`src/verilog/perf_counters.sv`:
```
`timescale 1ns/1ps

module perf_counters #(
	parameter int count_w = 16
) (
	input logic clk,
	input logic rst,
	input logic clear,
	input logic i_access,
	input logic i_miss,
	input logic d_access,
	input logic d_miss,
	output logic [count_w-1:0] i_accesses,
	output logic [count_w-1:0] i_misses,
	output logic [count_w-1:0] d_accesses,
	output logic [count_w-1:0] d_misses
);

	logic [3:0] inc;
	logic [count_w-1:0] count [4];

	assign inc = {d_miss, d_access, i_miss, i_access};

	// each counter holds at its maximum instead of wrapping.
	always_ff @(posedge clk) begin
		if (rst || clear) begin
			for (int n = 0; n < 4; n++)
				count[n] <= '0;
		end else begin
			for (int n = 0; n < 4; n++) begin
				if (inc[n] && count[n] != '1)
					count[n] <= count[n] + 1'b1;
			end
		end
	end

	assign i_accesses = count[0];
	assign i_misses = count[1];
	assign d_accesses = count[2];
	assign d_misses = count[3];

endmodule
```
`config.mk`:
```
export PLATFORM = sky130hd
export DESIGN_NAME = perf_counters
export DESIGN_NICKNAME = d
export VERILOG_FILES = /design/src/verilog/perf_counters.sv
export SDC_FILE = /design/constraint.sdc
export NUM_CORES = 1
export LEC_CHECK = 0
export BUFFER_PORTS_ARGS = -buffer_cell sky130_fd_sc_hd__buf_4
export CORE_MARGIN = 5
export CORE_UTILIZATION = 40
export CTS_CLUSTER_SIZE = 16
export DETAILED_ROUTE_END_ITERATION = 8
export GPL_TIMING_DRIVEN = 0
export HOLD_SLACK_MARGIN = 0.03
export PLACE_DENSITY = 0.58
export SKIP_LAST_GASP = 1
export SYNTH_ARGS = -nofsm -noshare
export SYNTH_HDL_FRONTEND = slang
export SYNTH_SLANG_ARGS = --single-unit
```
`constraint.sdc`:
```
create_clock -name clk -period 2.8 [get_ports clk]
set_clock_uncertainty 0.2 [all_clocks]
set_input_delay 0.56 -clock clk [delete_from_list [all_inputs] [get_ports clk]]
set_output_delay 0.56 -clock clk [all_outputs]
set_load 0.05 [all_outputs]
```
==> summary.txt <==
Run status
  – Status: finished clean

Floorplanning
  – Core footprint: 0.00830 mm2
  – FP Rows: 33
  – Die ar.: 0.0105 mm2
  – Die X: 103 um
  – Initial Util: 41.3%
  – Ports: 71
  – Die Y-Extent: 103 um

Worst setup path
  – WP data required: 2.68 ns
  – Worst Path Max Fanout: 10
  – Reg2Reg Depth: 7
  – Worst path slowest cell: o211ai_1
  – Largest delay contributor family on the critical path: buffers and inverters
  – Critical R2R Capture: count[2][10]$_SDFFCE_PN0P_
  – Most used cell, CP: buf_2
  – Worst-path cell chain: ha_1 -> and4_1 -> buf_2 -> nand2_1 -> o211ai_1 -> buf_2 -> nor2_1
  – Startpoint types: flop
  – CP bufs+invs: 2
  – Critical path's largest stage delay: 0.49 ns
  – Crit Path Class: flop to flop
  – Flop2flop setup slack: 0.32 ns
  – Arr. time, crit path: 2.36 ns
  – R2R Path Start: count[2][0]$_SDFFCE_PN0P_
  – Kind of end point of the critical path: flop

Route
  – Iter 0 DRT Violations: 45
  – Detailed-route wire length: 7.46 mm
  – Routed Antenna Nets: 0
  – DR vias: 2613
  – Drt pass-1 iters: 4
  – Post-DR vias/cell: 5.11
  – DRC violations left: 0
  – WL per Instance: 14.6 um

Hold path
  – Hold EP: count[0][10]$_SDFFCE_PN0P_
  – Hold path start: i_access
  – Hold Path Depth: 3
  – Hold Path Class: input port to flop

Clock tree
  – Clock transition at the registers of the reported paths: 0.07 ns
  – H-tree depth: 3
  – Clk sinks: 64
  – Worst-skew pair later-pin latency: 0.33 ns
  – CTS tree: built
  – CTS root buffer: clkbuf_8
  – Total CTS buffers: 9
  – Bufs on Longest Clock Path: 2

Final layout
  – Biggest regs: count: 64 flops
  – Most common cell after layout, fill and taps aside: nor2_1
  – Nets@finish: 413
  – Multi-input gate area: 0.00144 mm2
  – Layout Area Growth over Synthesis: 23.7%
  – Most frequent cells in the layout: nor2_1, buf_4, edfxtp_1
  – Ant diodes: 0
  – Max FFs per register: 64
  – Layout cell share with drive strength beyond 1: 23.6%
  – # fillers: 788
  – Register area: 0.00192 mm2
  – Largest register by flop count: count

GRT
  – Grt ovf: 0
  – Pin count of the biggest net entering global routing: 17
  – First-pass GRT wire length: 12.1 mm
  – Total GRT Usage: 14.8%
  – Vias in the first global route: 2566
  – Initial antenna violation count: 0

Timing
  – Final hold vios: 0
  – RSZ-0062 raised after global routing: no
  – Setup ws final: 0.324 ns
  – Tightest Pin Transition: 0.684 ns
  – Tmin final: 2.48 ns
  – Slew margin rel.: 54.3%
  – Max-slew violation count: 0
  – Final setup violation count: 0
  – Fmax: 404 MHz
  – Setup TNS Final: 0 ns
  – Fin crit share: 88.4%

Logic synthesis
  – Synth Instances: 321
  – Syn Nets: 332
  – Avg Cell Area, Syn: 10.7 um2
  – Post-synth cell types: 32
  – Dominant synthesized flop cell: edfxtp_1
  – Flops & latches, synth: 64
  – Asr flop ratio synth: 0%
  – EDFF count, synth: 64
  – Sequential fraction of the synthesis area: 56.0%
  – Yosys Warn Count: 0
  – Post-Syn Area: 0.00343 mm2

Place
  – Gpl congestion: 0.776
  – PortBufs: 70
  – DP HPWL: 5.26 mm
  – Dpl ws: 0.123 ns

Power and ir drop
  – Leak Pwr: 1.53 nW
  – Pwr Density: 502 mW/mm2
  – VDD IR max: 233 uV

Run
  – Max Cap Viol: 0
what timing repair did:
item / CTS / global route
gates resized for setup: 0 / 1
hold buffers: 0 / 0
endpoints found under the setup margin: 0 / 16
buffers inserted: 0 / 0
stage by stage:
stage               std cells  power, mW  util (%)  hold WS [ns]  instance area [um2]
floorplan                 321       1.38         -         0.599                 3430
global placement          496       1.49      49.3         0.442                 4090
detailed placement        496       1.49      49.3         0.450                 4090
CTS                       511       2.16      51.1         0.381                 4240
global route              511       2.22      51.1         0.393                 4240
finish                    511       2.13      51.1         0.405                 4240
worst max-delay path by stage:
stage	cells past startpoint	endpoint	from
after floorplan	5	count[3][0]$_SDFFCE_PN0P_	count[3][0]$_SDFFCE_PN0P_
after global placement	5	count[3][14]$_SDFFCE_PN0P_	count[3][0]$_SDFFCE_PN0P_
after detailed placement	5	count[3][13]$_SDFFCE_PN0P_	count[3][0]$_SDFFCE_PN0P_
after CTS	5	count[3][1]$_SDFFCE_PN0P_	count[3][0]$_SDFFCE_PN0P_
after global routing	5	count[1][15]$_SDFFCE_PN0P_	count[1][0]$_SDFFCE_PN0P_
final	7	count[2][10]$_SDFFCE_PN0P_	count[2][0]$_SDFFCE_PN0P_
cell type report:
type                            count  area share, %
Clock inverter                      4          0.531
Sequential cell                    64           45.3
Multi-Input combinational cell    241           34.0
Clock buffer                       11           3.10
Timing Repair Buffer               70           12.4
Inverter                           10          0.884
Buffer                              6          0.708
Tap cell                          105           3.10
synthesized netlist by cell type, types with 2 or more instances:
library cell | instances | share of area [%]
or3_1 | 4 | 0.73
nand4_2 | 2 | 0.73
nor3_1 | 9 | 1.3
inv_1 | 10 | 1.1
nor4_1 | 10 | 1.8
nand3_1 | 21 | 3.1
edfxtp_1 | 64 | 56
clkbuf_1 | 2 | 0.22
xnor2_1 | 33 | 8.4
and4_1 | 7 | 1.8
o21ai_0 | 4 | 0.58
xor2_1 | 20 | 5.1
ha_1 | 4 | 1.5
nand4_1 | 17 | 3.1
buf_2 | 3 | 0.44
a21oi_1 | 2 | 0.29
nand2_1 | 23 | 2.5
nor2_1 | 72 | 7.9
kinds of logic after synthesis:
logic type      Yosys count  share of synthesized area (%)
compound gates           12                           2.44
simple gates            172                           24.6
fa+ha+maj                 4                           1.46
buf+inv                  16                           1.97
flops                    64                           56.0
xor+xnor                 53                           13.5
where the power goes:
part / internal (mW) / switching, mW / leakage [nW] / total (mW)
sequential: 1.10 / 0.0623 / 0.745 / 1.16
combinational: 0.0889 / 0.216 / 0.701 / 0.305
clock: 0.313 / 0.356 / 0.0789 / 0.668
total: 1.50 / 0.634 / 1.53 / 2.13
worst min-delay path, cell delays in order:
cell and delay, ns:
buf_4 0.09, nand2_1 0.06, nor2_1 0.11
routing by layer:
layer  GRT usage, %  share of wire [%]
met1           19.4                 48
met2           23.4                 46
met3           3.32                5.2
met4           6.46                1.5
met5              0                  0
(Power assumes the default switching activity.)
