<file path="config.mk">
export PLATFORM = sky130hd
export DESIGN_NAME = cache_ctrl
export DESIGN_NICKNAME = d
export VERILOG_FILES = /design/src/verilog/cache_pkg.sv /design/src/verilog/cache_ctrl.sv
export SDC_FILE = /design/constraint.sdc
export NUM_CORES = 1
export LEC_CHECK = 0
export ABC_AREA = 1
export BUFFER_PORTS_ARGS = -buffer_cell sky130_fd_sc_hd__buf_2
export CAP_MARGIN = 20
export CELL_PAD_IN_SITES_DETAIL_PLACEMENT = 1
export CELL_PAD_IN_SITES_GLOBAL_PLACEMENT = 2
export CORE_AREA = 2 2 221 223
export CTS_BUF_LIST = sky130_fd_sc_hd__clkbuf_4
export DETAILED_ROUTE_END_ITERATION = 16
export DIE_AREA = 0 0 223 225
export HOLD_SLACK_MARGIN = 0.06
export PLACE_DENSITY = 0.88
export SYNTH_ARGS = -nofsm -noshare
export SYNTH_HDL_FRONTEND = slang
export SYNTH_SLANG_ARGS = --single-unit
</file>
<file path="constraint.sdc">
create_clock -name clk -period 8.11 [get_ports clk]
set_input_delay 1.622 -clock clk [delete_from_list [all_inputs] [get_ports clk]]
set_output_delay 1.622 -clock clk [all_outputs]
set_load 0.01 [all_outputs]
</file>
<file path="src/verilog/cache_pkg.sv">
package cache_pkg;

	localparam int word_w = 32;
	localparam int line_words = 4;
	localparam int addr_w = 32;
	localparam int offset_w = 4; // byte offset within a line.
	localparam int tag_w = 8;

	typedef logic [word_w-1:0] word_t;
	typedef logic [word_w/8-1:0] strobe_t;
	typedef logic [addr_w-1:0] addr_t;

	// word 0 sits in the low bits of the line.
	typedef word_t [line_words-1:0] line_t;

	// only the low bits of tag are used, the rest stay zero.
	typedef struct packed {
		logic valid;
		logic [tag_w-1:0] tag;
	} tag_entry_t;

endpackage

</file>
<file path="src/verilog/cache_ctrl.sv">
`timescale 1ns/1ps

module cache_ctrl import cache_pkg::*; #(
	parameter int sets = 16,
	parameter int mem_lines = 256,
	parameter bit writable = 1'b1
) (
	input logic clk,
	input logic rst,
	input logic rd,
	input logic wr,
	input addr_t req_addr,
	input word_t wdata,
	input strobe_t strobe,
	output logic done,
	output word_t rdata,
	output logic access,
	output logic miss,
	output logic mem_rd,
	output logic mem_wr,
	output logic [$clog2(mem_lines)-1:0] line_addr,
	output logic [$clog2(line_words)-1:0] word_sel,
	output word_t mem_wdata,
	output strobe_t mem_strobe,
	input logic mem_ack,
	input line_t mem_rdata,
	output logic [$clog2(sets)-1:0] tag_rd_index,
	output logic tag_wr_en,
	output logic [$clog2(sets)-1:0] tag_wr_index,
	output tag_entry_t tag_wr_data,
	input tag_entry_t tag_rd_data,
	output logic [$clog2(sets)-1:0] data_rd_index,
	output logic data_wr_en,
	output logic [$clog2(sets)-1:0] data_wr_index,
	output line_t data_wr_data,
	input line_t data_rd_data
);

	localparam int index_w = $clog2(sets);
	localparam int line_aw = $clog2(mem_lines);
	localparam int sel_w = $clog2(line_words);
	localparam int tag_bits = line_aw - index_w;

	typedef enum logic [2:0] {clear, idle, lookup, refill, fill, write_mem} state_t;

	state_t state;
	logic [index_w-1:0] clear_idx;
	addr_t addr_q;
	logic write_q;
	word_t wdata_q;
	strobe_t strobe_q;
	line_t line_buf;
	line_t merged;
	logic [tag_w-1:0] addr_tag;
	logic [sel_w-1:0] word_idx;
	logic hit;
	logic start_write;

	assign start_write = writable && wr; // constant low in the instruction cache.

	assign addr_tag = tag_w'(addr_q[offset_w+index_w +: tag_bits]);
	assign word_idx = addr_q[2 +: sel_w];
	assign hit = tag_rd_data.valid && (tag_rd_data.tag == addr_tag);

	// both stores are read with the address the router presents.
	assign tag_rd_index = req_addr[offset_w +: index_w];
	assign data_rd_index = req_addr[offset_w +: index_w];

	assign tag_wr_en = (state == clear) || (state == fill);
	assign tag_wr_index = (state == clear) ? clear_idx : addr_q[offset_w +: index_w];

	always_comb begin
		tag_wr_data.valid = state == fill;
		tag_wr_data.tag = (state == fill) ? addr_tag : '0;
	end

	// strobed bytes of the write land on top of the stored line.
	always_comb begin
		merged = data_rd_data;
		for (int b = 0; b < word_w/8; b++) begin
			if (strobe_q[b])
				merged[word_idx][8*b +: 8] = wdata_q[8*b +: 8];
		end
	end

	assign data_wr_en = (state == fill) || (state == lookup && write_q && hit);
	assign data_wr_index = addr_q[offset_w +: index_w];
	assign data_wr_data = (state == fill) ? line_buf : merged;

	assign access = state == lookup;
	assign miss = (state == lookup) && !hit;

	assign line_addr = addr_q[offset_w +: line_aw];
	assign word_sel = word_idx;
	assign mem_wdata = wdata_q;
	assign mem_strobe = strobe_q;

	always_ff @(posedge clk) begin
		if (rst) begin
			state <= clear;
			clear_idx <= '0;
			write_q <= 1'b0;
			done <= 1'b0;
			mem_rd <= 1'b0;
			mem_wr <= 1'b0;
		end else begin
			done <= 1'b0;
			case (state)
				clear: begin
					clear_idx <= clear_idx + 1'b1;
					if (clear_idx == index_w'(sets - 1))
						state <= idle;
				end
				idle: begin
					if (rd || start_write) begin
						write_q <= start_write;
						state <= lookup;
					end
				end
				lookup: begin
					if (write_q) begin // writes go through without allocation on a miss.
						mem_wr <= 1'b1;
						state <= write_mem;
					end else if (hit) begin
						done <= 1'b1;
						state <= idle;
					end else begin
						mem_rd <= 1'b1;
						state <= refill;
					end
				end
				refill: begin
					if (mem_ack) begin
						mem_rd <= 1'b0;
						state <= fill;
					end
				end
				fill: begin
					done <= 1'b1;
					state <= idle;
				end
				write_mem: begin
					if (mem_ack) begin
						mem_wr <= 1'b0;
						done <= 1'b1;
						state <= idle;
					end
				end
				default: state <= idle;
			endcase
		end
	end

	always_ff @(posedge clk) begin
		if (state == idle && (rd || start_write)) begin
			addr_q <= req_addr;
			wdata_q <= wdata;
			strobe_q <= strobe;
		end
		if (state == lookup && hit)
			rdata <= data_rd_data[word_idx];
		if (state == refill && mem_ack)
			line_buf <= mem_rdata;
		if (state == fill)
			rdata <= line_buf[word_idx];
	end

endmodule

</file>
==> flow_metrics.env <==
export IMPL_critPathCapture="data_wr_data[103]"
export IMPL_fmax_mhz=190.0
export IMPL_root_buffer="clkbuf_4"
export IMPL_layout_nets=2239
export IMPL_cts_sinks=217
export IMPL_hold_path_class="flop to flop"
export IMPL_cts_resized=0
export IMPL_grt_overflow=0
export IMPL_fin_setup_tns_ps=0
export IMPL_rows=80
export IMPL_wl_per_cell_um=22.00
export IMPL_grt_pass1_wl_um=82290
export IMPL_post_route_period_util_pct=64.90
export IMPL_peakVddDrop_v=0.0001205
export IMPL_vias_per_cell=5.078
export IMPL_clkTransAtPathRegs_ps=60
export IMPL_power_density_nw_per_um2=215.2
export IMPL_dieHeight_um=225
export IMPL_dp_hpwl_um=40340
export IMPL_arrival_ps=3640
export IMPL_port_buffers=549
export IMPL_cp_end_kind="primary output"
export IMPL_worstRegToRegCells=6
export IMPL_routed_via_count=13034
export IMPL_r2r_start="addr_q[2]"
export IMPL_clock_latency_ps=760
export IMPL_rsz0062_at_grt="false"
export IMPL_drtPass1Iterations=5
export IMPL_start_util_pct=24.76
export IMPL_crit_fanout=26
export IMPL_drtAntennaViolNets=0
export IMPL_place_gp_congestion=0.8778
export IMPL_grt_max_degree=108
export IMPL_core_um2=47550
export IMPL_drive_gt1_share_pct=35.05
export IMPL_rr_endpoint="rdata[19]"
export IMPL_synth_seq_cells=217
export IMPL_place_ws_ps=3600
export IMPL_crit_type="flop to primary output"
export IMPL_yosysWarnings=0
export IMPL_power_leakage_nw=6.940
export IMPL_drc=0
export IMPL_drv_slew=0
export IMPL_antenna_found_initial=14
export IMPL_skew_ps=52.41
export IMPL_r2r_setup_slack_ps=5240
export IMPL_cts_buffer_depth=3
export IMPL_final_common_cell="buf_2"
export IMPL_synth_area_per_cell_um2=8.593
export IMPL_relSlewSlack_pct=35.10
export IMPL_post_cts_setup_buffers=0
export IMPL_startpoint="addr_q[2]"
export IMPL_ys_types=27
export IMPL_area_growth_pct=32.97
export IMPL_layout_common_cells="buf_2, nand2_1, edfxtp_1, nor2_1, nand3_1"
export IMPL_cts_hold_buffers=0
export IMPL_status="completed"
export IMPL_hold_viol=0
export IMPL_grt_use_total_pct=21.83
export IMPL_setup_ws_ps=2847
export IMPL_drv_cap=0
export IMPL_synth_area_um2=11770
export IMPL_crit_path_start_kind="flop"
export IMPL_cts_tree="done"
export IMPL_worstMarginPinSlew_ps=971.2
export IMPL_setup_viol=0
export IMPL_syn_inst=1370
export IMPL_routed_wl_um=56470
export IMPL_die_x_um=223
export IMPL_io_pins=576
export IMPL_grt_pass1_vias=13517
export IMPL_required_ps=6490
export IMPL_drtIter0Drc=682
export IMPL_h_tree_depth=3
export IMPL_period_needed_ps=5263
export IMPL_ys_seq_area_share_pct=54.42
export IMPL_die_area_um2=50180
export IMPL_numCtsBuffers=68
-- stage by stage --
stage               instances  instance area (µm²)  hold WS (ps)  power [W]  util (%)
finish                   2567                15650         474.8   0.003369     32.92
global route             2566                15650         500.7   0.003563     32.92
CTS                      2561                15640         482.4   0.003430     32.89
detailed placement       2445                14830         468.3   0.002321     31.20
global placement         2445                14830         454.9   0.002302     31.20
floorplan                1373                11780         451.1   0.001886         -
-- flip-flops by register name, indices dropped and copies added, names as in the netlist --
name / flops
line_buf: 128
mem_wdata: 32
rdata: 32
addr_q: 10
clear_idx: 4
mem_strobe: 4
state: 3
done: 1
mem_rd: 1
mem_wr: 1
write_q: 1
-- synthesized netlist by cell type --
library cell  instances  area share [%]
edfxtp_1            206              53
o21ai_1               8            0.34
nor2_1              158             5.0
conb_1                1           0.032
nand3_1             124             5.3
o2111ai_1            13            0.97
inv_1                44             1.4
nor2_4                5            0.48
buf_6                 7            0.67
inv_2                 4            0.13
nand2_2               1           0.053
o21ai_0              22            0.94
o21a_1                1           0.064
a22oi_1               8            0.51
buf_4                31             2.0
buf_1                 1           0.032
o211ai_1              8            0.51
nor3_1                2           0.085
a21oi_1              42             1.8
dfxtp_1              11             1.9
clkbuf_1             29            0.92
nand4_1              36             1.9
a31oi_1             119             6.3
nand2_1             444              14
inv_4                 1           0.053
buf_2                43             1.8
ha_1                  1            0.11
-- final cells by class --
type,instances,area [µm²]
inverter,49,197.7
sequential,217,6406
fill,5890,31890
multi-input combinational,996,4557
clock buffer,91,683.2
clock inverter,25,122.6
tap,615,769.5
timing repair buffer,568,2903
antenna,6,15.01
-- report_power, final --
| group | switching, W | leakage [nW] | internal, W |
|---|---|---|---|
| Sequential | 0.0000756 | 1.95 | 0.00132 |
| Clock | 0.000527 | 0.486 | 0.000551 |
| Combinational | 0.000594 | 4.50 | 0.000301 |
| Total | 0.00120 | 6.94 | 0.00217 |
-- worst max-delay path: stages (launching register included) --
cell,delay [ps]
edfxtp_1,520
nand2_2,120
buf_4,380
clkinv_2,550
nand2_1,650
o21ai_0,190
o21ai_0,270
buf_2,190
-- logic make-up (layout without fill, tap and decap cells) --
family          after synthesis  count (layout)  share of synthesized area, %
simple gates                770             770                         27.00
compound gates              221             221                         11.44
flops                       217             217                         54.42
buf+inv                     160             733                         7.015
fa+ha+maj                     1               1                        0.1063
other cells                   1              10                       0.03185
-- worst min-delay path by stage --
stage / slack [ps] / startpoint / depth (start not counted) / endpoint
3_3_place_gp: 450 / mem_rd / 2 / mem_rd
6_report: 470 / mem_rd / 2 / mem_rd
3_5_place_dp: 470 / mem_rd / 2 / mem_rd
5_1_grt: 500 / mem_rd / 2 / mem_rd
2_1_floorplan: 450 / write_q / 2 / write_q
4_1_cts: 480 / mem_rd / 2 / mem_rd
-- metal layers --
layer  GRT usage, %  share of wire [%]  up-vias
met5              0               0.13        -
met4          10.52                3.4       12
met3          6.349                7.9      141
met2          37.94                 50      630
met1          24.58                 39     6382
li1               -                  -     5869
Note: power is estimated with default switching activity, not from simulation.
