File: src/verilog/line_store.sv
`timescale 1ns/1ps

module line_store #(
	parameter int depth = 16,
	parameter type entry_t = logic [31:0]
) (
	input logic clk,
	input logic [$clog2(depth)-1:0] rd_index,
	input logic wr_en,
	input logic [$clog2(depth)-1:0] wr_index,
	input entry_t wr_data,
	output entry_t rd_data
);

	entry_t mem [depth];

	// a read in the cycle of a write to the same entry sees the old value.
	always_ff @(posedge clk) begin
		if (wr_en)
			mem[wr_index] <= wr_data;
		rd_data <= mem[rd_index];
	end

endmodule

File: config.mk
export PLATFORM = sky130hd
export DESIGN_NAME = line_store
export DESIGN_NICKNAME = d
export VERILOG_FILES = /design/src/verilog/line_store.sv
export SDC_FILE = /design/constraint.sdc
export NUM_CORES = 1
export LEC_CHECK = 0
export BUFFER_PORTS_ARGS = -buffer_cell sky130_fd_sc_hd__buf_4
export CORE_UTILIZATION = 65
export CTS_CLUSTER_SIZE = 30
export DETAILED_ROUTE_END_ITERATION = 8
export HOLD_SLACK_MARGIN = 0.06
export PLACE_DENSITY = 0.94
export SLEW_MARGIN = 10
export SYNTH_ARGS = -nofsm -noshare
export SYNTH_HDL_FRONTEND = slang
export SYNTH_SLANG_ARGS = --single-unit
File: constraint.sdc
create_clock -name clk -period 12.4 [get_ports clk]
set_clock_uncertainty 0.1 [all_clocks]
set_input_delay 2.48 -clock clk [delete_from_list [all_inputs] [get_ports clk]]
set_output_delay 2.48 -clock clk [all_outputs]
set_load 0.005 [all_outputs]
==> run metrics, run 1 <==
pin count of the biggest net entering global routing=between 80 and 90; Mapped Area=~20,000 µm²; crit-path max FO=85; Initial DRT Pass Iterations=6; setup TNS=0 ps; fin cells=between 1,000 and 1,500; status=finished clean; fillcell total=around 1,400; R2R Path Start=mem[10][22]; maximum clock path buffer count=3; min-delay src=mem[13][9]; dpl hpwl=approximately 22,000 µm; Die H=between 150 and 200 µm; HP Class=reg -> reg; critical path's largest stage delay=~840 ps; GRT overflow=0; critical path arrival=5160 ps; final worst path period share=39.0%; Starting DRT DRC Count=between 1,500 and 2,000; Die X=about 180 µm; Via density=7.18; die area=31,200 µm²; reg-to-reg slack, setup=about 11,000 ps; Worst-Skew Late Latency=about 570 ps; Placed Cells=approximately 1,300; global-route wire length before repair=69,500 µm; Syn. warnings=0; row count=63; Top delay family on crit path=buffers and inverters; Worst R2R Path Depth=3; Critical Path, Cell by Cell=clkbuf_8 > buf_4 > mux4_2 > a22oi_1 > nand2_1; WHS Path Cells=3; vias=roughly 10,000; vias in the first global route=approximately 10,000; Setup crit start kind=input port; gpl congestion=~0.73; Sink Count=~540; Nets=approximately 980; layout cells sized above 1=between 30% and 40%; Setup Viol. Count Final=0; worst setup path class=in -> reg; leakage=7.32 nW; Seq/Total Area, Yosys=80.7%; post-route ant nets=0; post-synthesis register bit count=approximately 540; I/O pin cnt=74; IO Port Bufs=73; Total Power=0.00383 W; max cap viols=0; RSZ-0062 raised after global routing=false; Post-CTS Setup Bufs=0; slew of the pin with the lowest slew margin=approximately 1300 ps; CTS resizes=0; antenna violations before repair=1; Critical-path top delay cell=buf_4; Area Growth Syn to Fin=14.0%; Synth Net Count=880; Max transition margin=around an eighth; Area contributors post-synth=edfxtp_1, mux4_2, dfxtp_1, a22oi_1, nand2_1; Syn Area/Cell=roughly 24 µm²; Yosys top cell area share=77.4%; DR DRC count=0; Unique masters post-synth=18; buffers and inverters on the worst path=2; Core ar.=~30,000 µm²; Max VDD drop=about 0.12 mV; PwrDens=roughly 170 nW/µm²; CTS tree=yes; CTS clk-pin slew, worst paths=60 ps; required time worst endpoint=roughly 13,000 ps; Critical Path Sink Type=flop; Avg WL per Cell=about 35 µm; Critical R2R Capture=rd_data[22]; H-tree lvl count=2; clk root buf=clkbuf_16; Routed WL=48,100 µm; Initial Util=between 60% and 70%; Yosys top cell by area=edfxtp_1; cell count after synthesis=~840; GRT Util Overall=between 30% and 40%; clock period minus final worst setup slack=around 4800 ps; final slew viol count=0; final hold vios=0; Peak Freq=207 MHz; hold buffer count at CTS=0; cts bufs inserted=50; Hold Path Sink=rd_data[9]
## state kept, by name (all words and copies together), names as in the netlist
name	count
rd_data	32
mem	512
## cell families (layout without fill, tap and decap cells)
| family | count (synthesis) | count (layout) | share of synthesized area, % |
|---|---|---|---|
| buffers and inverters | 43 | 188 | 1.12 |
| other | 0 | 1 | 0 |
| AND/OR/NAND/NOR | 59 | 59 | 1.27 |
| AO/OA/AOI/OAI | 64 | 64 | 2.42 |
| multiplexers | 128 | 128 | 14.5 |
| flip-flops | 544 | 544 | 80.7 |
## cells in the mapped netlist
cell type / number
buf_6: 2
nor2_1: 13
buf_2: 4
clkbuf_1: 17
buf_1: 9
nand3b_1: 2
nor3_1: 4
or3b_2: 1
nor2b_1: 2
buf_4: 11
dfxtp_1: 32
nand2_1: 33
nand3_1: 1
a22oi_1: 64
and2_1: 1
nand2b_1: 2
edfxtp_1: 512
mux4_2: 128
## how the worst max path moves through the flow
stage,start,end,depth (start not counted),slack (ps)
global route,rd_index[0],rd_data[22],5,7270
floorplan,wr_index[2],mem[0][0],2,6640
CTS,rd_index[0],rd_data[22],5,7430
finish,rd_index[0],rd_data[22],5,7560
detailed placement,rd_index[0],rd_data[22],5,6950
global placement,rd_index[0],rd_data[23],5,7100
## worst min-delay path, stage by stage (launching register included)
cell and delay (ps):
edfxtp_1 310, mux4_2 220, a22oi_1 60, nand2_1 50
## where the power goes
part / internal (W) / switching, W / total [W] / leakage, nW
logic: 0.0000822 / 0.000109 / 0.000191 / 1.60
clock network: 0.000902 / 0.000665 / 0.00157 / 0.821
registers: 0.00206 / 0.0000181 / 0.00207 / 4.89
total: 0.00304 / 0.000792 / 0.00383 / 7.32
## placed cells by master (no fill, tap or decap)
master,instances
and2_1,1
dfxtp_1,32
nand3_1,1
clkinv_2,13
nor3_2,4
nand2_1,33
nand2b_1,2
a22oi_1,64
clkinv_1,7
bufinv_16,5
edfxtp_1,512
mux4_2,128
clkbuf_8,4
clkbuf_16,53
clkbuf_1,12
diode_2,1
buf_4,94
or3b_2,1
nor2_4,13
nand3b_1,2
nor2b_4,2
## area by class of cell
cell class              instances  area [µm²]  area share, %
flip-flops and latches        544       16000           70.8
clock buffers                  68        1410           6.24
repair buffers                 95         719           3.18
clock inverters                25         241           1.07
well taps                     390         488           2.16
multi-input cells             251        3750           16.6
diodes                          1        2.50         0.0111
## metal layers
metal | track usage [%] | wire, µm | vias to the layer above
li1 | - | - | 3775
met1 | 40.7 | 15500 | 5035
met2 | 53.9 | 24800 | 874
met3 | 5.82 | 5200 | 184
met4 | 17.6 | 2610 | 0
met5 | 0 | 0 | -
## metrics by stage
step           utilization [%]  hold slack (ps)  area [µm²]  worst slack, ps
2_1_floorplan                -              535       19900             6640
3_3_place_gp              70.2              549       21000             7100
3_5_place_dp              70.2              555       21000             6950
4_1_cts                   75.7              570       22600             7430
5_1_grt                   75.7              591       22600             7270
6_report                  75.7              568       22600             7560
(Power assumes the default switching activity.)
==> run 2: changes to the inputs <==
--- a/config.mk
+++ b/config.mk
@@ -6,11 +6,11 @@
 export NUM_CORES = 1
 export LEC_CHECK = 0
 export BUFFER_PORTS_ARGS = -buffer_cell sky130_fd_sc_hd__buf_4
-export CORE_UTILIZATION = 65
+export CORE_UTILIZATION = 61
 export CTS_CLUSTER_SIZE = 30
 export DETAILED_ROUTE_END_ITERATION = 8
 export HOLD_SLACK_MARGIN = 0.06
-export PLACE_DENSITY = 0.94
+export PLACE_DENSITY = 0.9
 export SLEW_MARGIN = 10
 export SYNTH_ARGS = -nofsm -noshare
 export SYNTH_HDL_FRONTEND = slang
==> constraint.sdc (replaced) <==
create_clock -name clk -period 5.1 [get_ports clk]
set_clock_uncertainty 0.1 [all_clocks]
set_input_delay 1.02 -clock clk [delete_from_list [all_inputs] [get_ports clk]]
set_output_delay 1.02 -clock clk [all_outputs]
set_load 0.005 [all_outputs]
==> run metrics, run 2 (same netlist as run 1, synthesis figures left out) <==
Starting DRT DRC Count=1,355 (was 1,510); most frequent cells in the layout=edfxtp_1, mux4_2, buf_4, a22oi_1, clkbuf_16 (unchanged); GRT Util Overall=27.7% (was 32.3%); GRT met3 Usage=4.61% (was 5.82%); Die X=182 µm (was 177 µm); PwrDens=404 nW/µm² (was 169 nW/µm²); IO Port Bufs=73 (unchanged); CTS clk-pin slew, worst paths=60 ps (about the same); CTS tree=yes (unchanged); cts bufs inserted=50 (unchanged); fillcell total=1,711 (was 1,419); HP Class=reg -> reg (unchanged); GRT overflow=0 (unchanged); clock group share of total power=40.0% (was 40.9%); final worst path period share=55.4%; Final Core Density=71.2% (was 75.7%); hold buffer count at CTS=0 (unchanged); max FFs per register=512 (unchanged); M1 GR Usage=36.4% (was 40.7%); DR DRC count=0 (unchanged); Max VDD drop=0.393 mV (was 0.122 mV); fin cells=1,420 (was 1,374); Sequential Area=16,000 µm² (unchanged); crit-path max FO=11 (was 85); H-tree lvl count=2 (unchanged); gpl congestion=0.765 (was 0.732); pin count of the biggest net entering global routing=57 (was 86); Sink Count=544 (unchanged); leakage=7.28 nW (was 7.32 nW); worst setup path class=in -> reg (unchanged); met2 usage=47.1% (was 53.9%); Area Growth Syn to Fin=14.1% (was 14.0%); clk root buf=clkbuf_16 (unchanged); vias in the first global route=9,959 (was 10,261); Sequential Power Share=55.0% (was 54.1%); final hold vios=0 (unchanged); Max transition margin=17.1% (was 12.5%); Via density=6.71 (was 7.18); global-route wire length before repair=65,100 µm (was 69,500 µm); most common cell after layout, fill and taps aside=edfxtp_1 (unchanged); Fin Hold WS=566 ps (was 568 ps); most flop-heavy register=mem (unchanged); max cap viols=0 (unchanged); Worst-Skew Late Latency=570 ps (about the same); post-route ant nets=0 (unchanged); Critical Path Sink Type=flop (unchanged); CTS resizes=0 (unchanged); layout cells sized above 1=31.6% (was 32.2%); setup TNS=0 ps (unchanged); final slew viol count=0 (unchanged); Post-CTS Setup Bufs=0 (unchanged); Psw=0.00190 W (was 0.000792 W); switch share=20.7% (about the same); Routed WL=45,500 µm (was 48,100 µm); Initial DRT Pass Iterations=5 (was 6); RSZ-0062 raised after global routing=false (unchanged); dpl hpwl=22,000 µm (was 22,400 µm); vias=9,530 (was 9,868); die area=33,300 µm² (was 31,200 µm²); antenna violations before repair=2 (was 1); Die H=182 µm (was 177 µm); required time worst endpoint=5240 ps (was 12,720 ps); maximum clock path buffer count=3 (unchanged); Placed Cells=1,324 (was 1,280); Internal Pwr Total=0.00726 W (was 0.00304 W); Regs by FF count=mem x512, rd_data x32 (unchanged); clock period minus final worst setup slack=roughly 2800 ps; slew of the pin with the lowest slew margin=1240 ps (was 1310 ps); Core ar.=31,800 µm² (was 29,900 µm²); Nets=984 (unchanged); critical path arrival=2970 ps (was 5160 ps); multi-input logic area=3750 µm² (about the same); grt peak-use layer=met2 (unchanged); row count=65 (was 63); Setup Viol. Count Final=0 (unchanged); Setup crit start kind=input port (unchanged); I/O pin cnt=74 (unchanged); Gate power share=5.0% (about the same); Peak Freq=~350 MHz; Avg WL per Cell=32.1 µm (was 35.0 µm); status=finished clean (unchanged); Initial Util=62.4% (was 66.5%)
-- run 2: cell types whose count changed in the layout (fill, tap and decap cells not counted), moves of 2 or more --
cell	change
clkbuf_1	+7
clkinv_2	-6
buf_12	+3
buf_4	-3
clkbuf_16	-3
inv_6	+2
-- run 2: worst max-delay path, cell delays in order --
cell and delay, ps:
buf_4 120, nand3b_1 370, nor3_2 1030, buf_4 420
-- run 2: per-layer routing --
| metal | vias up | wire, µm |
|---|---|---|
| met2 | 682 | 23800 |
| met3 | 96 | 4090 |
| met5 | - | 0 |
| li1 | 3780 | - |
| met1 | 4972 | 16300 |
| met4 | 0 | 1310 |
-- run 2: metrics by stage --
| stage | instance area, µm² | total power (W) | worst slack, ps |
|---|---|---|---|
| after floorplan | 19900 | 0.00536 | 800 |
| after global routing | 22700 | 0.00935 | 2220 |
| final | 22700 | 0.00916 | 2270 |
| after detailed placement | 21000 | 0.00558 | 1680 |
| after global placement | 21000 | 0.00555 | 1820 |
| after CTS | 22600 | 0.00915 | 2240 |
-- run 2: worst paths after layout --
kind                     from     endpoint  slack (ps)  cells after the start
hold / removal     mem[12][6]   rd_data[6]         570                      3
setup / recovery  wr_index[2]    mem[8][6]        2270                      4
hold reg to reg    mem[12][6]   rd_data[6]         570                      3
setup reg to reg   mem[8][16]  rd_data[16]        3510                      3
-- run 2: area by class of cell --
type                            instances  area share, %
Antenna cell                            2         0.0221
Clock buffer                           72           6.02
Clock inverter                         21          0.950
Multi-Input combinational cell        251           16.6
Sequential cell                       544           70.7
Tap cell                              435           2.40
Timing Repair Buffer                   95           3.34
-- run 2: power groups by stage --
stage	logic, W	registers [W]	clock network [W]
after floorplan	0.000240	0.00512	0
after global routing	0.000484	0.00505	0.00382
final	0.000459	0.00504	0.00366
after detailed placement	0.000448	0.00513	0
after CTS	0.000458	0.00504	0.00365
after global placement	0.000429	0.00512	0
