==> config.mk <==
export PLATFORM = sky130hd
export DESIGN_NAME = mem_router
export DESIGN_NICKNAME = d
export VERILOG_FILES = /design/src/verilog/cache_pkg.sv /design/src/verilog/mem_router.sv
export SDC_FILE = /design/constraint.sdc
export NUM_CORES = 1
export LEC_CHECK = 0
export ABC_CLOCK_PERIOD_IN_PS = 4300
export BUFFER_PORTS_ARGS = -buffer_cell sky130_fd_sc_hd__buf_2
export CAP_MARGIN = 10
export CORE_AREA = 2 2 93 95
export DETAILED_ROUTE_END_ITERATION = 8
export DIE_AREA = 0 0 95 97
export PLACE_DENSITY_LB_ADDON = 0.08
export RECOVER_POWER = 50
export SYNTH_ARGS = -nofsm -noshare
export SYNTH_HDL_FRONTEND = slang
export SYNTH_SLANG_ARGS = --single-unit
==> constraint.sdc <==
create_clock -name clk -period 4.3 [get_ports clk]
set_clock_uncertainty 0.15 [all_clocks]
set_input_delay 0 -clock clk [delete_from_list [all_inputs] [get_ports clk]]
set_output_delay 0 -clock clk [all_outputs]
set_load 0.05 [all_outputs]
==> src/verilog/cache_pkg.sv <==
package cache_pkg;

	localparam int word_w = 32;
	localparam int line_words = 4;
	localparam int addr_w = 32;
	localparam int offset_w = 4; // byte offset within a line.
	localparam int tag_w = 8;

	typedef logic [word_w-1:0] word_t;
	typedef logic [word_w/8-1:0] strobe_t;
	typedef logic [addr_w-1:0] addr_t;

	// word 0 sits in the low bits of the line.
	typedef word_t [line_words-1:0] line_t;

	// only the low bits of tag are used, the rest stay zero.
	typedef struct packed {
		logic valid;
		logic [tag_w-1:0] tag;
	} tag_entry_t;

endpackage

==> src/verilog/mem_router.sv <==
`timescale 1ns/1ps

module mem_router import cache_pkg::*; #(
	parameter addr_t iregion_end = 32'h3ff
) (
	input logic clk,
	input logic rst,
	input addr_t addr,
	input word_t wdata,
	input strobe_t strobe,
	input logic read_request,
	input logic write_request,
	output logic i_rd,
	output logic d_rd,
	output logic d_wr,
	output addr_t req_addr,
	output word_t d_wdata,
	output strobe_t d_strobe,
	input logic i_done,
	input word_t i_rdata,
	input logic d_done,
	input word_t d_rdata,
	output word_t rdata,
	output logic read_response,
	output logic write_response
);

	logic rd_q;
	logic wr_q;
	logic is_read_q; // kind of the outstanding request.
	logic sel_i_q; // the instruction cache holds it.
	logic pending;
	logic in_iregion;

	assign in_iregion = req_addr <= iregion_end;

	assign i_rd = rd_q && in_iregion;
	assign d_rd = rd_q && !in_iregion;
	assign d_wr = wr_q; // writes never target the instruction region.

	assign rdata = sel_i_q ? i_rdata : d_rdata;
	assign read_response = pending && is_read_q && (sel_i_q ? i_done : d_done);
	assign write_response = pending && !is_read_q && d_done;

	always_ff @(posedge clk) begin
		if (read_request || write_request) begin
			req_addr <= addr;
			d_wdata <= wdata;
			d_strobe <= strobe;
		end
	end

	always_ff @(posedge clk) begin
		if (rst) begin
			rd_q <= 1'b0;
			wr_q <= 1'b0;
			is_read_q <= 1'b0;
			sel_i_q <= 1'b0;
			pending <= 1'b0;
		end else begin
			rd_q <= read_request;
			wr_q <= write_request;
			if (read_request || write_request) begin
				pending <= 1'b1;
				is_read_q <= read_request;
			end else if (read_response || write_response) begin
				pending <= 1'b0;
			end
			if (rd_q || wr_q)
				sel_i_q <= i_rd; // remembered for the whole access.
		end
	end

endmodule

==> metrics.csv, run 1 <==
stage,metric,value,unit
grt,grt.busiest_layer,met2,
routing,via_count,2468,
floorplan,io_pins,243,
yosys,ys_types,19,
yosys,ys_warn_count,0,
power,p_int,1.43,mW
worst_setup_path,crit_chain,buf_4 -> mux2i_1 -> o211ai_1 -> a21oi_1 -> dlygate4sd3_1,
sta,max_freq,418,MHz
yosys,syn-cell-area,2710,sq um
clocking,clk-insertion-delay-late,330,ps
outcome,outcome,"complete, no violations",
yosys,ys_top_cells_by_area,"edfxtp_1 75%, mux2_2 13%, dfxtp_1 3.7%",
sta,final-setup-viol-count,0,
hold_path,whs_endpoint,d_wdata[11],
layout,num-fill-cells,692,
sta,min_period,2390,ps
sta,rsz0062_at_grt,false,
floorplan,initial_utilization,33.3,%
clocking,clkTransAtPathRegs,80,ps
sta,finalSetupTns,0,ps
yosys,syn_inst,137,
clocking,postCtsSetupBuffers,0,
worst_setup_path,cp-end-kind,flop,
placed_design,gp_congestion,0.802,
worst_setup_path,critPathMaxStageDelay,660,ps
routing,vias_per_cell,4.31,
floorplan,die-height,97,microns
clocking,cts_hold_buf,74,
grt,use_met3,5.92,%
yosys,synth_top_cell_by_area,edfxtp_1,
yosys,synth_nets,275,
routing,drt_iter0_drc,58,
placed_design,dpl_worst_slack,2450,ps
grt,grtUsageMet2,33.0,%
placed_design,io_buffers,242,
grt,grt_use_total,18.3,%
floorplan,core_area,8130,sq um
worst_setup_path,rr_startpoint,sel_i_q,
power,sequentialPowerShare,42.1,%
clocking,cts.path.max_buffers,2,
routing,finalWirelength,8.65,mm
yosys,synth_seq_cells,73,
floorplan,die_x,95,microns
worst_setup_path,worstPathRequired,4410,ps
power,switchingPower,632,uW
sta,setup_ws,1910,ps
worst_setup_path,cp_max_fo,22,
routing,antenna_left,0,
worst_setup_path,crit_arrival,2500,ps
worst_setup_path,reg2regPathDepth,5,
worst_setup_path,crit_path_top_delay_cell,dfxtp_1,
hold_path,hold_depth,2,
grt,grt_pass1_vias,2540,
layout,layoutNonFillerInstCount,572,
layout,layout-drive-gt1-share,51.6,%
clocking,post_cts_resized,0,
power,power.density,414,nW/um^2
power,switching_share,30.6,%
power,pwr-share-comb,23.9,%
placed_design,hpwl,6.36,mm
sta,maxSlewHeadroom,39.1,%
clocking,htree_num_levels,3,
sta,hold_slack,214,ps
hold_path,hold_start,wdata[11],
floorplan,rows,33,
clocking,cts_tree,done,
yosys,syn_avg_cell_area,19.8,sq um
worst_setup_path,reg2reg_slack,1910,ps
worst_setup_path,startpoint,sel_i_q,
layout,diodes,0,
sta,finalMaxSlewViolations,0,
yosys,synth.top_cell.area_share,75.4,%
hold_path,hold_class,input port to flop,
grt,antenna_found_initial,0,
sta,fin_crit_sh,55.6,%
worst_setup_path,criticalPathCategory,flop to flop,
clocking,cts_sinks,73,
worst_setup_path,rr_endpoint,pending,
floorplan,die-area,9220,sq um
placed_design,dpl.cell_count,482,
routing,drcViolationCount,0,
power,clkPwrFrac,34.0,%
worst_setup_path,crit_path_start_kind,flop,
grt,overflow,0,
clocking,clockRootBuffer,clkbuf_8,
job,maxCapViolations,0,
routing,firstDrtPassIters,6,
clocking,cts_made_buffers,9,
routing,routedWlPerCell,15.1,microns
yosys,yosysSeqAreaShare,79.1,%
placed_design,placed_area,4050,sq um
grt,gr-usage-met1,19.2,%
power,power_leakage,2.16,nW
grt,grt_max_degree,45,
layout,area_delta_synth_final,83.9,%
layout,final_cell_area,4980,sq um
layout,fin_nets,600,
power,peakVddDrop,0.309,mV
grt,grt_pass1_wl,12.5,mm
sta,finalHoldViolations,0,
sta,tightest_slew,913,ps
-- sequential cells by signal (all words and copies together), names as in the netlist --
name / count
d_wdata: 32
req_addr: 32
d_strobe: 4
d_wr: 1
is_read_q: 1
pending: 1
rd_q: 1
sel_i_q: 1
-- worst max-delay path, delay by kind of cell, from the launching register on --
family / cells / cell delay [ps]
muxes: 1 / 280
buffers and inverters: 2 / 960
DFF: 1 / 660
AOI/OAI and AO/OA: 2 / 270
-- cell type report --
class | instances | area, sq um | area share (%)
inverter | 4 | 15.0 | 0.301
sequential | 73 | 2140 | 43.0
clock inverter | 6 | 138 | 2.76
clock buffer | 10 | 128 | 2.56
timing repair buffer | 318 | 1900 | 38.1
tap | 105 | 131 | 2.64
multi-input combinational | 56 | 532 | 10.7
-- power groups by stage --
stage	Clock (mW)	Combinational, mW	Sequential (mW)
6_report	0.701	0.494	0.870
3_5_place_dp	0	0.455	0.884
4_1_cts	0.715	0.509	0.869
3_3_place_gp	0	0.455	0.882
2_1_floorplan	0	0.0937	1.10
5_1_grt	0.749	0.516	0.878
-- Yosys cell counts --
library cell and instances:
nor2_1 6, mux2i_1 1, nand2_1 2, nor3_1 1
o211ai_1 1, o41ai_2 1, nand2b_1 1, a21oi_1 2
mux2_2 32, dfxtp_1 5, nor4_1 1, edfxtp_1 68
nand4_1 1, nor4_2 4, inv_1 4, o21a_1 1
nor2b_1 1, buf_2 4, or4b_1 1
-- metrics by stage --
| step | power, mW | util [%] |
|---|---|---|
| 2_1_floorplan | 1.19 | - |
| 3_3_place_gp | 1.34 | 49.7 |
| 3_5_place_dp | 1.34 | 49.7 |
| 4_1_cts | 2.09 | 62.1 |
| 5_1_grt | 2.14 | 61.3 |
| 6_report | 2.06 | 61.3 |
-- worst max path at each step --
stage	to	depth (start not counted)
2_1_floorplan	i_rd	3
3_5_place_dp	sel_i_q	3
6_report	pending	5
4_1_cts	pending	5
5_1_grt	pending	5
3_3_place_gp	d_wdata[9]	4
-- metal layers --
metal | wire length, microns | part of all wire [%]
met1 | 3070 | 35
met2 | 4630 | 53
met3 | 753 | 8.7
met4 | 205 | 2.4
met5 | 0 | 0
-- cell usage in the layout (no fill, tap or decap), drive strengths merged --
| cell | count |
|---|---|
| buf | 188 |
| nor2 | 6 |
| o211ai | 1 |
| nand2 | 2 |
| nand2b | 1 |
| clkbuf | 66 |
| dfxtp | 5 |
| nor3 | 1 |
| nand4 | 1 |
| edfxtp | 68 |
| clkinv | 1 |
| a21oi | 2 |
| inv | 5 |
| mux2 | 32 |
| bufinv | 4 |
| o41ai | 1 |
| o21a | 1 |
| or4b | 1 |
| nor4 | 5 |
| mux2i | 1 |
| nor2b | 1 |
| dlygate4sd3 | 74 |
-- kinds of logic (layout without fill, tap and decap cells) --
group           after synthesis  count (layout)  share of synthesized area, %
compound gates                5               5                          1.52
buf+inv                       8             338                          1.29
flops                        73              73                          79.1
mux                          33              33                          13.7
simple gates                 18              18                          4.43
No activity file was read; power rests on OpenSTA's default activity.
==> inputs of run 2 (changes only) <==
--- a/config.mk
+++ b/config.mk
@@ -5,12 +5,12 @@
 export SDC_FILE = /design/constraint.sdc
 export NUM_CORES = 1
 export LEC_CHECK = 0
-export ABC_CLOCK_PERIOD_IN_PS = 4300
+export ABC_CLOCK_PERIOD_IN_PS = 2240
 export BUFFER_PORTS_ARGS = -buffer_cell sky130_fd_sc_hd__buf_2
 export CAP_MARGIN = 10
-export CORE_AREA = 2 2 93 95
+export CORE_AREA = 2 2 94 96
 export DETAILED_ROUTE_END_ITERATION = 8
-export DIE_AREA = 0 0 95 97
+export DIE_AREA = 0 0 96 98
 export PLACE_DENSITY_LB_ADDON = 0.08
 export RECOVER_POWER = 50
 export SYNTH_ARGS = -nofsm -noshare
==> constraint.sdc (replaced) <==
create_clock -name clk -period 2.24 [get_ports clk]
set_clock_uncertainty 0.15 [all_clocks]
set_input_delay 0 -clock clk [delete_from_list [all_inputs] [get_ports clk]]
set_output_delay 0 -clock clk [all_outputs]
set_load 0.05 [all_outputs]
==> metrics.csv, run 2 (same netlist as run 1, synthesis figures left out) <==
stage,metric,value,unit,change
sta,max_freq,501,MHz,+20%
floorplan,die-area,9410,sq um,+2.1%
floorplan,io_pins,243,,unchanged
sta,rsz0062_at_grt,false,,
job,maxCapViolations,0,,unchanged
sta,fin_crit_sh,89.2,%,+34 points
sta,final-setup-viol-count,0,,unchanged
worst_setup_path,reg2regPathDepth,5,,unchanged
layout,diodes,0,,unchanged
routing,antenna_left,0,,unchanged
grt,grt_max_degree,39,,-13%
worst_setup_path,rr_endpoint,pending,,
power,total_power,3.82,mW,+85%
placed_design,io_buffers,242,,unchanged
worst_setup_path,worstPathRequired,2370,ps,-2040 ps
worst_setup_path,critPathMaxStageDelay,540,ps,-120 ps
sta,tightest_slew,669,ps,-244 ps
layout,final_cell_area,4980,sq um,about the same
sta,finalSetupTns,0,ps,unchanged
worst_setup_path,reg2reg_slack,240,ps,-1670 ps
placed_design,gp_congestion,0.707,,-12%
routing,drt_iter0_drc,67,,+16%
sta,finalMaxSlewViolations,0,,unchanged
routing,firstDrtPassIters,6,,unchanged
hold_path,hold_start,wdata[29],,
layout,area_delta_synth_final,83.8,%,about the same
layout,reg.largest.list,"d_wdata (32), req_addr (32), d_strobe (4)",,
clocking,clockRootBuffer,clkbuf_8,,
routing,drcViolationCount,0,,unchanged
worst_setup_path,cp_max_fo,33,,+50%
power,power_leakage,2.15,nW,-0.25%
clocking,clk-insertion-delay-late,330,ps,about the same
worst_setup_path,crit_path_top_delay_cell,dlygate4sd3_1,,
layout,layout_common_cells,"187 x buf_2, 75 x dlygate4sd3_1, 68 x edfxtp_1",,
grt,antenna_found_initial,0,,unchanged
placed_design,hpwl,6.12,mm,-3.7%
clocking,post_cts_resized,0,,unchanged
outcome,outcome,"complete, no violations",,
clocking,cts_sinks,73,,unchanged
worst_setup_path,cp-end-kind,flop,,
floorplan,core_area,8470,sq um,+4.1%
grt,grt_pass1_wl,12.2,mm,-2.5%
sta,hold_slack,220,ps,+5.79 ps
grt,grt_pass1_vias,2464,,-3.0%
clocking,cts_made_buffers,9,,unchanged
clocking,cts_tree,done,,
hold_path,hold_class,input port to flop,,
worst_setup_path,crit_arrival,2130,ps,-370 ps
routing,vias_per_cell,4.23,,-1.9%
worst_setup_path,crit_chain,buf_4 -> mux2i_1 -> o211ai_1 -> a21oi_1 -> dlygate4sd3_1,,
clocking,postCtsSetupBuffers,0,,unchanged
layout,fin_nets,602,,+0.33%
clocking,htree_num_levels,3,,unchanged
sta,maxSlewHeadroom,55.6,%,+17 points
layout,layout-drive-gt1-share,51.8,%,+0.21 points
sta,finalHoldViolations,0,,unchanged
hold_path,hold_depth,2,,unchanged
placed_design,dpl_worst_slack,662,ps,-1780 ps
floorplan,die_x,96,microns,+1.1%
worst_setup_path,rr_startpoint,sel_i_q,,
routing,routedWlPerCell,14.7,microns,-3.0%
clocking,clkTransAtPathRegs,80,ps,about the same
power,peakVddDrop,0.527,mV,+71%
grt,overflow,0,,unchanged
worst_setup_path,crit_path_start_kind,flop,,
power,power.density,767,nW/um^2,+85%
floorplan,die-height,98,microns,+1.0%
sta,setup_ws,243,ps,-1670 ps
worst_setup_path,criticalPathCategory,flop to flop,,
layout,layout_commonest_cell,buf_2,,
routing,via_count,2442,,-1.1%
routing,finalWirelength,8.47,mm,-2.1%
grt,grt_use_total,17.4,%,-0.93 points
clocking,cts.path.max_buffers,2,,unchanged
hold_path,whs_endpoint,d_wdata[29],,
placed_design,placed_area,4060,sq um,+0.40%
sta,min_period,2000,ps,-393 ps
floorplan,initial_utilization,32.0,%,-1.3 points
floorplan,rows,34,,+3.0%
run 2: worst max-delay path by stage:
stage / from / endpoint / slack (ps)
floorplan: req_addr[14] / i_rd / 290
global placement: req_addr[24] / i_rd / 660
detailed placement: req_addr[24] / i_rd / 660
CTS: sel_i_q / pending / 240
global route: sel_i_q / pending / 80
finish: sel_i_q / pending / 240
run 2: report_power, final:
group	internal [mW]	total, mW	switching, mW
logic	0.271	0.952	0.680
clock network	0.735	1.20	0.464
registers	1.62	1.67	0.0456
run 2: final cells by class:
cell class              count  area (sq um)
clock buffers              10           128
clock inverters             6           106
fillers                   762          3490
well taps                 108           135
inverters                   4          15.0
multi-input cells          56           537
flip-flops and latches     73          2140
repair buffers            320          1920
run 2: critical path, delay by kind of cell, from the launching register on:
| family | cells | cell delay [ps] |
|---|---|---|
| buffers and inverters | 2 | 910 |
| multiplexers | 1 | 290 |
| AO/OA/AOI/OAI | 2 | 250 |
| flip-flops | 1 | 330 |
run 2: repair_timing:
action,CTS,global route
hold endpoints to repair,73,0
endpoints found under the setup margin,0,0
hold buffers,75,0
run 2: routing by layer:
metal,GRT usage (%),up-vias,wire [microns]
li1,-,1187,-
met1,16.3,1109,2730
met2,33.4,139,4820
met3,5.09,7,827
met4,7.69,0,95
met5,0,-,0
run 2: stage by stage:
step | utilization (%) | cells
global route | 58.8 | 577
finish | 58.8 | 577
detailed placement | 48.0 | 486
floorplan | - | 137
CTS | 59.6 | 577
global placement | 48.0 | 486
